### src/verilog/icmp_pkg.sv
package icmp_pkg;

    ////////////////////////////////////////////////////////////
    // data widths
    ////////////////////////////////////////////////////////////

    typedef logic [7:0]  byte_t;    // one message byte
    typedef logic [15:0] word_t;    // id, seq, checksum or a byte pair
    typedef logic [15:0] len_t;     // message length in bytes
    typedef logic [31:0] sum_t;     // checksum accumulator before folding

    ////////////////////////////////////////////////////////////
    // ICMP constants
    ////////////////////////////////////////////////////////////

    localparam byte_t ECHO_REQUEST = 8'h08;
    localparam byte_t ECHO_REPLY   = 8'h00;
    localparam len_t  HDR_BYTES    = 16'd8;    // type, code, checksum, id, seq

    // receive side
    typedef enum logic [2:0] {
        RX_IDLE,
        RX_RECEIVE,
        RX_VERIFY,      // waiting for the checksum pipeline
        RX_DROP,
        RX_HANDOFF
    } rx_state_t;

    // reply side
    typedef enum logic [2:0] {
        TX_IDLE,
        TX_REQUEST,
        TX_WAIT_ACK,
        TX_WAIT_DATA_REQ,
        TX_SEND,
        TX_WAIT_MAC_END
    } tx_state_t;

endpackage

### src/verilog/icmp_echo_if.sv
`timescale 1ns/1ps

// accepted message, parser to reply transmitter
interface icmp_hdr_if;
    logic            valid;
    logic            ready;      // transmitter idle
    icmp_pkg::byte_t code;
    icmp_pkg::word_t id;
    icmp_pkg::word_t seq;
    icmp_pkg::len_t  length;
    icmp_pkg::word_t reply_sum;

    modport parser (output valid, code, id, seq, length, reply_sum, input ready);
    modport tx     (input valid, code, id, seq, length, reply_sum, output ready);
endinterface

// byte feed into a checksum unit
interface icmp_sum_if;
    logic            clear;
    icmp_pkg::byte_t data;
    logic            data_en;
    logic            last;
    icmp_pkg::word_t sum;        // complemented result
    logic            done;

    modport feeder (output clear, data, data_en, last, input sum, done);
    modport acc    (input clear, data, data_en, last, output sum, done);
endinterface

### src/verilog/icmp_checksum.sv
`timescale 1ns/1ps

module icmp_checksum (
    input  logic   clk,
    input  logic   rstn,
    icmp_sum_if.acc feed
);

    icmp_pkg::sum_t  acc;
    icmp_pkg::sum_t  fold1;
    icmp_pkg::word_t fold2;
    icmp_pkg::byte_t hi_byte;     // upper half of the pending word
    logic            have_hi;
    logic            last_seen;
    logic            fold1_vld;
    logic            fold2_vld;

    // big-endian pairs into the accumulator
    always_ff @(posedge clk)
    begin
        if (!rstn || feed.clear)
        begin
            acc     <= '0;
            have_hi <= 1'b0;
        end
        else if (feed.data_en)
        begin
            if (have_hi)
            begin
                acc     <= acc + {16'h0000, hi_byte, feed.data};
                have_hi <= 1'b0;
            end
            else if (feed.last)
                acc <= acc + {16'h0000, feed.data, 8'h00};    // odd tail, zero pad
            else
                have_hi <= 1'b1;
        end
    end

    always_ff @(posedge clk)
    begin
        if (feed.data_en && !have_hi)
            hi_byte <= feed.data;
    end

    always_ff @(posedge clk)
    begin
        if (!rstn || feed.clear)
        begin
            last_seen <= 1'b0;
            fold1_vld <= 1'b0;
            fold2_vld <= 1'b0;
            feed.done <= 1'b0;
        end
        else
        begin
            last_seen <= feed.data_en && feed.last;
            fold1_vld <= last_seen;
            fold2_vld <= fold1_vld;
            feed.done <= fold2_vld;
        end
    end

    // two folds are enough for a 32 bit sum
    always_ff @(posedge clk)
    begin
        fold1 <= {16'h0000, acc[15:0]} + {16'h0000, acc[31:16]};
        fold2 <= fold1[15:0] + fold1[31:16];
        if (fold2_vld)
            feed.sum <= ~fold2;
    end

    // feeder leaves a gap between clear and the first byte
    assert property (@(posedge clk) disable iff (!rstn) feed.clear |=> !feed.data_en);

endmodule

### src/verilog/icmp_echo.sv
`timescale 1ns/1ps

module icmp_echo #(
    parameter int PAYLOAD_DEPTH = 256,
    parameter int TX_WAIT_LIMIT = 65535
) (
    input  logic            clk,
    input  logic            rstn,
    input  logic            icmp_rx_req,
    input  icmp_pkg::byte_t icmp_rx_data,
    input  logic            icmp_rev_error,
    input  icmp_pkg::len_t  upper_layer_data_length,
    input  logic            ip_tx_ack,
    input  logic            icmp_data_req,
    input  logic            mac_send_end,
    output logic            icmp_tx_req,
    output logic            icmp_tx_ready,
    output icmp_pkg::byte_t icmp_tx_data,
    output logic            icmp_tx_end
);

    localparam int AW = $clog2(PAYLOAD_DEPTH);

    icmp_hdr_if hdr_if ();
    icmp_sum_if verify_if ();
    icmp_sum_if reply_if ();

    logic            ram_wr_en;
    logic [AW-1:0]   ram_wr_addr;
    logic [AW-1:0]   ram_rd_addr;
    icmp_pkg::byte_t ram_wr_data;
    icmp_pkg::byte_t ram_rd_data;

    icmp_rx_parser #(.PAYLOAD_DEPTH(PAYLOAD_DEPTH)) u_rx_parser (
        .clk        (clk),
        .rstn       (rstn),
        .rx_req     (icmp_rx_req),
        .rx_data    (icmp_rx_data),
        .rev_error  (icmp_rev_error),
        .rx_length  (upper_layer_data_length),
        .verify_sum (verify_if),
        .reply_sum  (reply_if),
        .hdr        (hdr_if),
        .wr_en      (ram_wr_en),
        .wr_addr    (ram_wr_addr),
        .wr_data    (ram_wr_data)
    );

    // received bytes as they are
    icmp_checksum u_verify_sum (.clk(clk), .rstn(rstn), .feed(verify_if));
    // reply image, type and checksum zeroed
    icmp_checksum u_reply_sum (.clk(clk), .rstn(rstn), .feed(reply_if));

    icmp_payload_ram #(.PAYLOAD_DEPTH(PAYLOAD_DEPTH)) u_payload_ram (
        .clk     (clk),
        .wr_en   (ram_wr_en),
        .wr_addr (ram_wr_addr),
        .wr_data (ram_wr_data),
        .rd_addr (ram_rd_addr),
        .rd_data (ram_rd_data)
    );

    icmp_reply_tx #(
        .PAYLOAD_DEPTH (PAYLOAD_DEPTH),
        .TX_WAIT_LIMIT (TX_WAIT_LIMIT)
    ) u_reply_tx (
        .clk          (clk),
        .rstn         (rstn),
        .hdr          (hdr_if),
        .ip_tx_ack    (ip_tx_ack),
        .data_req     (icmp_data_req),
        .mac_send_end (mac_send_end),
        .tx_req       (icmp_tx_req),
        .tx_ready     (icmp_tx_ready),
        .tx_data      (icmp_tx_data),
        .tx_end       (icmp_tx_end),
        .rd_addr      (ram_rd_addr),
        .rd_data      (ram_rd_data)
    );

endmodule

### src/verilog/icmp_payload_ram.sv
`timescale 1ns/1ps

module icmp_payload_ram #(
    parameter int PAYLOAD_DEPTH = 256
) (
    input  logic                             clk,
    input  logic                             wr_en,
    input  logic [$clog2(PAYLOAD_DEPTH)-1:0] wr_addr,
    input  icmp_pkg::byte_t                  wr_data,
    input  logic [$clog2(PAYLOAD_DEPTH)-1:0] rd_addr,
    output icmp_pkg::byte_t                  rd_data
);

    icmp_pkg::byte_t mem [PAYLOAD_DEPTH];

    always_ff @(posedge clk)
    begin
        if (wr_en)
            mem[wr_addr] <= wr_data;
    end

    // one cycle read latency
    always_ff @(posedge clk)
    begin
        rd_data <= mem[rd_addr];
    end

endmodule

### src/verilog/icmp_reply_tx.sv
`timescale 1ns/1ps

module icmp_reply_tx #(
    parameter int PAYLOAD_DEPTH = 256,
    parameter int TX_WAIT_LIMIT = 65535
) (
    input  logic                             clk,
    input  logic                             rstn,
    icmp_hdr_if.tx                           hdr,
    input  logic                             ip_tx_ack,
    input  logic                             data_req,
    input  logic                             mac_send_end,
    output logic                             tx_req,
    output logic                             tx_ready,
    output icmp_pkg::byte_t                  tx_data,
    output logic                             tx_end,
    output logic [$clog2(PAYLOAD_DEPTH)-1:0] rd_addr,
    input  icmp_pkg::byte_t                  rd_data
);

    localparam int AW     = $clog2(PAYLOAD_DEPTH);
    localparam int WAIT_W = $clog2(TX_WAIT_LIMIT + 1);
    localparam logic [WAIT_W-1:0] WAIT_LAST = WAIT_W'(TX_WAIT_LIMIT - 1);

    icmp_pkg::tx_state_t state;
    icmp_pkg::tx_state_t state_n;
    icmp_pkg::len_t      cnt;        // output lags the byte sequencer by one
    icmp_pkg::len_t      rd_offset;
    logic [WAIT_W-1:0]   wait_cnt;
    icmp_pkg::byte_t     code_q;
    icmp_pkg::word_t     id_q;
    icmp_pkg::word_t     seq_q;
    icmp_pkg::word_t     sum_q;
    icmp_pkg::len_t      len_q;

    always_comb
    begin
        state_n = state;
        case (state)
            icmp_pkg::TX_IDLE:
                if (hdr.valid)
                    state_n = icmp_pkg::TX_REQUEST;
            icmp_pkg::TX_REQUEST:
                state_n = ip_tx_ack ? icmp_pkg::TX_WAIT_DATA_REQ : icmp_pkg::TX_WAIT_ACK;
            icmp_pkg::TX_WAIT_ACK:
                if (ip_tx_ack)
                    state_n = icmp_pkg::TX_WAIT_DATA_REQ;
            icmp_pkg::TX_WAIT_DATA_REQ:
                if (data_req)
                    state_n = icmp_pkg::TX_SEND;
                else if (wait_cnt == WAIT_LAST)   // reply is lost at the wait limit
                    state_n = icmp_pkg::TX_IDLE;
            icmp_pkg::TX_SEND:
                if (cnt == len_q)
                    state_n = icmp_pkg::TX_WAIT_MAC_END;
            icmp_pkg::TX_WAIT_MAC_END:
                if (mac_send_end)
                    state_n = icmp_pkg::TX_IDLE;
            default:
                state_n = icmp_pkg::TX_IDLE;
        endcase
    end

    always_ff @(posedge clk)
    begin
        if (!rstn)
            state <= icmp_pkg::TX_IDLE;
        else
            state <= state_n;
    end

    always_ff @(posedge clk)
    begin
        if (!rstn || state != icmp_pkg::TX_WAIT_DATA_REQ)
            wait_cnt <= '0;
        else
            wait_cnt <= wait_cnt + 1'b1;
    end

    always_ff @(posedge clk)
    begin
        if (!rstn || state != icmp_pkg::TX_SEND)
            cnt <= '0;
        else
            cnt <= cnt + 1'b1;
    end

    // take the message over from the parser
    always_ff @(posedge clk)
    begin
        if (state == icmp_pkg::TX_IDLE && hdr.valid)
        begin
            code_q <= hdr.code;
            id_q   <= hdr.id;
            seq_q  <= hdr.seq;
            sum_q  <= hdr.reply_sum;
            len_q  <= hdr.length;
        end
    end

    assign hdr.ready = (state == icmp_pkg::TX_IDLE);
    assign tx_req    = (state == icmp_pkg::TX_REQUEST) || (state == icmp_pkg::TX_WAIT_ACK);
    assign tx_ready  = (state == icmp_pkg::TX_WAIT_DATA_REQ);

    ////////////////////////////////////////////////////////////
    // reply byte stream
    ////////////////////////////////////////////////////////////

    // read one ahead to cover the RAM latency
    assign rd_offset = cnt - icmp_pkg::HDR_BYTES;
    assign rd_addr   = rd_offset[AW-1:0];

    always_ff @(posedge clk)
    begin
        if (!rstn || state != icmp_pkg::TX_SEND)
        begin
            tx_data <= '0;
            tx_end  <= 1'b0;
        end
        else
        begin
            tx_end <= (cnt == len_q);
            case (cnt)
                16'd0:   tx_data <= '0;
                16'd1:   tx_data <= icmp_pkg::ECHO_REPLY;
                16'd2:   tx_data <= code_q;
                16'd3:   tx_data <= sum_q[15:8];
                16'd4:   tx_data <= sum_q[7:0];
                16'd5:   tx_data <= id_q[15:8];
                16'd6:   tx_data <= id_q[7:0];
                16'd7:   tx_data <= seq_q[15:8];
                16'd8:   tx_data <= seq_q[7:0];
                default: tx_data <= rd_data;
            endcase
        end
    end

    // handed over lengths cover the header and fit the RAM
    assert property (@(posedge clk) disable iff (!rstn)
        hdr.valid |-> (hdr.length >= icmp_pkg::HDR_BYTES) &&
                      (hdr.length <= icmp_pkg::len_t'(PAYLOAD_DEPTH) + icmp_pkg::HDR_BYTES));

endmodule

### src/verilog/icmp_rx_parser.sv
`timescale 1ns/1ps

module icmp_rx_parser #(
    parameter int PAYLOAD_DEPTH = 256
) (
    input  logic                             clk,
    input  logic                             rstn,
    input  logic                             rx_req,
    input  icmp_pkg::byte_t                  rx_data,
    input  logic                             rev_error,
    input  icmp_pkg::len_t                   rx_length,
    icmp_sum_if.feeder                       verify_sum,
    icmp_sum_if.feeder                       reply_sum,
    icmp_hdr_if.parser                       hdr,
    output logic                             wr_en,
    output logic [$clog2(PAYLOAD_DEPTH)-1:0] wr_addr,
    output icmp_pkg::byte_t                  wr_data
);

    localparam int AW = $clog2(PAYLOAD_DEPTH);
    localparam icmp_pkg::len_t MAX_LEN = icmp_pkg::len_t'(PAYLOAD_DEPTH) + icmp_pkg::HDR_BYTES;

    icmp_pkg::rx_state_t state;
    icmp_pkg::rx_state_t state_n;
    icmp_pkg::len_t      len_q;
    icmp_pkg::len_t      cnt;        // index of the byte on rx_data
    icmp_pkg::len_t      wr_offset;
    icmp_pkg::byte_t     code_q;
    icmp_pkg::word_t     id_q;
    icmp_pkg::word_t     seq_q;
    logic                feed_en;
    logic                len_bad;
    logic                last_byte;
    logic                sum_clear;

    assign feed_en   = (state == icmp_pkg::RX_RECEIVE);
    assign len_bad   = (len_q < icmp_pkg::HDR_BYTES) || (len_q > MAX_LEN);
    assign last_byte = (cnt == len_q - 1'b1);
    assign sum_clear = (state == icmp_pkg::RX_DROP) ||
                       (state == icmp_pkg::RX_HANDOFF && hdr.ready);

    always_comb
    begin
        state_n = state;
        case (state)
            icmp_pkg::RX_IDLE:
                if (rx_req)
                    state_n = icmp_pkg::RX_RECEIVE;
            icmp_pkg::RX_RECEIVE:
                if (rev_error || len_bad || (cnt == '0 && rx_data != icmp_pkg::ECHO_REQUEST))
                    state_n = icmp_pkg::RX_DROP;
                else if (last_byte)
                    state_n = icmp_pkg::RX_VERIFY;
            icmp_pkg::RX_VERIFY:
                if (rev_error)
                    state_n = icmp_pkg::RX_DROP;
                else if (verify_sum.done)   // good message sums to zero
                    state_n = (verify_sum.sum == '0) ? icmp_pkg::RX_HANDOFF : icmp_pkg::RX_DROP;
            icmp_pkg::RX_DROP:
                state_n = icmp_pkg::RX_IDLE;
            icmp_pkg::RX_HANDOFF:
                if (hdr.ready)
                    state_n = icmp_pkg::RX_IDLE;
            default:
                state_n = icmp_pkg::RX_IDLE;
        endcase
    end

    always_ff @(posedge clk)
    begin
        if (!rstn)
            state <= icmp_pkg::RX_IDLE;
        else
            state <= state_n;
    end

    always_ff @(posedge clk)
    begin
        if (!rstn || !feed_en)
            cnt <= '0;
        else
            cnt <= cnt + 1'b1;
    end

    // length is sampled with the request pulse
    always_ff @(posedge clk)
    begin
        if (state == icmp_pkg::RX_IDLE && rx_req)
            len_q <= rx_length;
    end

    ////////////////////////////////////////////////////////////
    // header capture
    ////////////////////////////////////////////////////////////

    always_ff @(posedge clk)
    begin
        if (feed_en)
        begin
            case (cnt)
                16'd1:   code_q       <= rx_data;
                16'd4:   id_q[15:8]   <= rx_data;
                16'd5:   id_q[7:0]    <= rx_data;
                16'd6:   seq_q[15:8]  <= rx_data;
                16'd7:   seq_q[7:0]   <= rx_data;
                default: ;
            endcase
        end
    end

    assign verify_sum.clear   = sum_clear;
    assign verify_sum.data    = rx_data;
    assign verify_sum.data_en = feed_en;
    assign verify_sum.last    = last_byte;

    // reply sum sees type and checksum as zero
    assign reply_sum.clear   = sum_clear;
    assign reply_sum.data    = (cnt == 16'd0 || cnt == 16'd2 || cnt == 16'd3) ? 8'h00 : rx_data;
    assign reply_sum.data_en = feed_en;
    assign reply_sum.last    = last_byte;

    assign hdr.valid     = (state == icmp_pkg::RX_HANDOFF);
    assign hdr.code      = code_q;
    assign hdr.id        = id_q;
    assign hdr.seq       = seq_q;
    assign hdr.length    = len_q;
    assign hdr.reply_sum = reply_sum.sum;   // held until the next done

    // payload starts after the header
    assign wr_offset = cnt - icmp_pkg::HDR_BYTES;
    assign wr_en     = feed_en && (cnt >= icmp_pkg::HDR_BYTES);
    assign wr_addr   = wr_offset[AW-1:0];
    assign wr_data   = rx_data;

    // the length check upstream keeps payload writes inside the RAM
    assert property (@(posedge clk) disable iff (!rstn)
        wr_en |-> wr_offset < icmp_pkg::len_t'(PAYLOAD_DEPTH));

endmodule
### config.mk
export PLATFORM = sky130hd
export DESIGN_NAME = icmp_echo
export DESIGN_NICKNAME = d
export VERILOG_FILES = /design/src/verilog/icmp_pkg.sv /design/src/verilog/icmp_echo_if.sv /design/src/verilog/icmp_checksum.sv /design/src/verilog/icmp_echo.sv /design/src/verilog/icmp_payload_ram.sv /design/src/verilog/icmp_reply_tx.sv /design/src/verilog/icmp_rx_parser.sv
export SDC_FILE = /design/constraint.sdc
export NUM_CORES = 2
export LEC_CHECK = 0
export ABC_AREA = 0
export BUFFER_PORTS_ARGS = -buffer_cell sky130_fd_sc_hd__buf_4
export CAP_MARGIN = 20
export CORE_MARGIN = 2
export CORE_UTILIZATION = 60
export CTS_BUF_LIST = sky130_fd_sc_hd__clkbuf_8
export CTS_CLUSTER_DIAMETER = 120
export DETAILED_ROUTE_END_ITERATION = 7
export GPL_ROUTABILITY_DRIVEN = 0
export PLACE_DENSITY_LB_ADDON = 0.2
export RECOVER_POWER = 25
export SLEW_MARGIN = 20
export SYNTH_ARGS = -nofsm -noshare
export SYNTH_HDL_FRONTEND = slang
export SYNTH_SLANG_ARGS = --single-unit
### constraint.sdc
create_clock -name clk -period 5 [get_ports clk]
set_clock_uncertainty 0.2 [all_clocks]
set_input_delay 0.25 -clock clk [delete_from_list [all_inputs] [get_ports clk]]
set_output_delay 0.25 -clock clk [all_outputs]
set_load 0.05 [all_outputs]
==> key figures <==
Outcome
  – Run status: complete, but fails checks
  – Failing checks: max-capacitance violations, max-slew violations

Clock network
  – CTS sink count: 2431
  – Max H-tree Level: 5
  – CTS tree: yes
  – Post-CTS setup buffer count: 0
  – Deepest clock path buffer count: 4
  – Clock-pin slew on the worst setup and hold paths: 0.07 ns
  – CTS Buf Count: 385
  – Later-pin clock latency in the skew report: 1.08 ns
  – Clock root buffer: clkbuf_8

Layout
  – Filler Cell Count: 10417
  – Share of layout cells above drive strength 1: 0.2541
  – NumNets Final: 5607
  – Layout Cells excl Fill: 7925
  – Fin area: 108700 um^2
  – Area grow syn2layout: 12.25%

Timing
  – Final min period: 4.774 ns
  – Maximum clock frequency: 0.2095 GHz
  – WHS: 0.1377 ns
  – Final worst-path cycle share: 0.9548
  – RSZ-0062 raised after global routing: no
  – Endpoints failing setup: 0
  – Relative slew slack: -1.521
  – Final hold violation count: 0
  – Worst-Margin Slew: 3.782 ns
  – Final Max Slew Viols: 602

Routing
  – Initial DRC count: 5346
  – Mean routed wirelength per cell: 28.43 um
  – DRC Markers: 0
  – Drt total wl: 225.3 mm
  – Via density: 6.277
  – Via count: 49747
  – DR pass1 iterations: 6
  – DRT antenna net count: 0

GRT
  – Vias in the first global route: 49950
  – First-pass GRT wire length: 329.1 mm
  – Congestion Overflow GR: 0
  – Tot GR Track Use: 0.2777
  – Largest net degree at the start of global routing: 208
  – Initial antenna violation count: 11

Synthesis
  – Count leader, synth: edfxtp_1
  – Synth top cells by count: edfxtp_1 (2224), mux4_2 (678), nor2_1 (419)
  – Leading area contributor after synthesis: edfxtp_1
  – Average cell area after synthesis: 19.47 um^2
  – Syn Std Cell Area: 96810 um^2
  – Ys flop type: edfxtp_1
  – #FFs+latches synth: 2431
  – EDFF count, synth: 2224
  – Synth top area share: 0.6899
  – Largest cells by area after synthesis: edfxtp_1 (69%), mux4_2 (16%), dfxtp_1 (4.3%)
  – Count of different cell masters after synthesis: 69
  – Yosys warning total: 0
  – Synthesized instance count: 4973
  – Seq/Total Area, Yosys: 0.7327
  – FFs w/ async S/R, synth: 0
  – Synthesized net count: 5109

Critical path
  – Delay-heaviest family, CP: compound AO/OA/AOI/OAI gates
  – CP arrival: 5.52 ns
  – Worst-path maximum fanout: 8
  – Setup CP Type: flop to flop
  – Critical path required time: 5.75 ns
  – Crit path cell chain: nor4_1 -> nand3_1 -> nor3_1 -> o31a_1 -> buf_4 -> nor2b_1 -> ha_1 -> nand2_1 -> o21ai_0 -> a41oi_1 -> a21oi_1 -> a32o_1 -> o41ai_4 -> nor3b_4 -> a21oi_1 -> a31o_2
  – Slowest cell on crit path: o31a_1
  – Worst setup SP type: flop
  – Critical path buffer and inverter count: 1
  – Crit end category: flop
  – Crit path top cell by count: a21oi_1
  – Slowest cell delay on critical path: 0.42 ns

Floorplan
  – Num ports: 42
  – Vert. Die Dim: 405.7 um
  – Area of the core: 160400 um^2
  – Die Area: 164600 um^2
  – FP Rows: 147
  – Starting Density: 0.6036
  – Die Width: 405.7 um

Hold path
  – HP Class: primary input to flop

Flow run
  – Max-cap violations: 10

Pwr
  – P per Cell Area: 356.8 nW/um^2
  – Peak VDD IR: 0.3033 mV
  – Pleak: 34.42 nW

Placed design
  – Cells after DPL: 7187
  – Port buffer count: 41
  – Cell Area, Placed: 101300 um^2
  – Hpwl dp: 137.6 mm
==> metal layers <==
metal	vias up	part of all wire	global-route usage
met4	10	0.034	0.09594
met1	25749	0.40	0.3910
met3	409	0.086	0.05727
li1	21232	-	-
met2	2347	0.48	0.4398
met5	-	0.00031	0
==> flip-flops by register name (all words and copies together), names as in the netlist, 16 cells and up <==
name                    count
u_verify_sum.acc           32
u_payload_ram.mem        2048
u_reply_tx.id_q            16
u_reply_tx.sum_q           16
u_reply_sum.fold2          16
u_rx_parser.hdr.seq        16
u_reply_tx.seq_q           16
u_verify_sum.feed.sum      16
u_rx_parser.hdr.id         16
u_reply_tx.cnt             16
u_reply_tx.wait_cnt        16
u_rx_parser.hdr.length     16
u_reply_sum.acc            32
u_reply_sum.fold1          17
u_verify_sum.fold2         16
u_rx_parser.cnt            16
u_verify_sum.fold1         17
u_reply_tx.len_q           16
u_reply_sum.feed.sum       16
==> through the flow <==
step	TNS (ns)	setup WS, ns	total power [mW]	util
2_1_floorplan	0	0.4796	23.29	-
3_3_place_gp	-0.009890	-0.009890	23.83	0.6315
3_5_place_dp	-0.09056	-0.03542	23.86	0.6317
4_1_cts	0	0.2307	38.99	0.6780
5_1_grt	0	0.003759	39.97	0.6775
6_report	0	0.2261	38.77	0.6775
==> path summary, 6_finish.rpt <==
| path | start | end | slack [ns] | depth (start not counted) |
|---|---|---|---|---|
| worst max register to register | u_rx_parser.cnt[10] | u_reply_sum.acc[19] | 0.23 | 16 |
| worst min register to register | u_verify_sum.fold2[11] | u_verify_sum.feed.sum[11] | 0.22 | 1 |
| worst min-delay path | icmp_rx_data[5] | u_rx_parser.hdr.code[5] | 0.14 | 2 |
| worst max-delay path | u_rx_parser.cnt[10] | u_reply_sum.acc[19] | 0.23 | 16 |
==> final cells by class <==
type,count,area [um^2],area share
clock inverters,276,1359,0.01250
well taps,2160,2703,0.02487
multi-input cells,2214,24750,0.2277
diodes,7,17.52,0.0001612
flip-flops and latches,2431,70940,0.6529
clock buffers,398,5478,0.05041
repair buffers,350,3084,0.02838
inverters,89,334.1,0.003074
==> placed cells by master, fill, tap and decap left out, types with 15 or more instances in the layout <==
cell type / synthesis / routed
clkbuf_4: 0 / 15
mux4_2: 678 / 678
nor2b_1: 22 / 22
edfxtp_1: 2224 / 2224
buf_4: 1 / 236
o21ai_0: 72 / 72
clkbuf_8: 0 / 398
or3_1: 25 / 25
xnor2_1: 86 / 86
nor3_1: 47 / 46
xor2_1: 77 / 75
a211oi_1: 16 / 16
dfxtp_1: 207 / 203
nand4_1: 24 / 24
a31oi_1: 18 / 18
a21oi_1: 99 / 99
clkinv_1: 0 / 97
nand2b_1: 25 / 25
and2_1: 22 / 21
buf_12: 0 / 24
a21o_1: 23 / 23
nor4_1: 24 / 24
nand2_1: 152 / 147
dlygate4sd3_1: 0 / 55
ha_1: 99 / 98
inv_1: 89 / 205
clkinv_2: 0 / 41
nor2_1: 419 / 418
and3_1: 39 / 39
nand3_1: 64 / 55
o21a_1: 18 / 18
==> where the power goes <==
group	total (mW)	leakage [nW]	switching, mW	internal, mW
sequential	22.3	21.6	0.0963	22.2
combinational	1.17	8.91	0.778	0.391
clock	15.3	3.93	7.49	7.77
==> cells by family (layout without fill, tap and decap cells) <==
kind of cell / after synthesis / after routing / share of synthesized area
mux: 690 / 690 / 0.1590
flops: 2431 / 2431 / 0.7327
buf+inv: 328 / 1113 / 0.01296
simple gates: 909 / 909 / 0.04345
fa+ha+maj: 105 / 105 / 0.01404
compound gates: 347 / 347 / 0.02315
xor+xnor: 163 / 163 / 0.01475
other cells: 0 / 7 / 0
==> timing repair <==
action,4_1_cts,5_1_grt
hold buffers,57,0
resized for setup,1,2
pin swaps,0,0
hold endpoints to repair,1305,0
endpoints found under the setup margin,5,7
(Power assumes the default switching activity.)
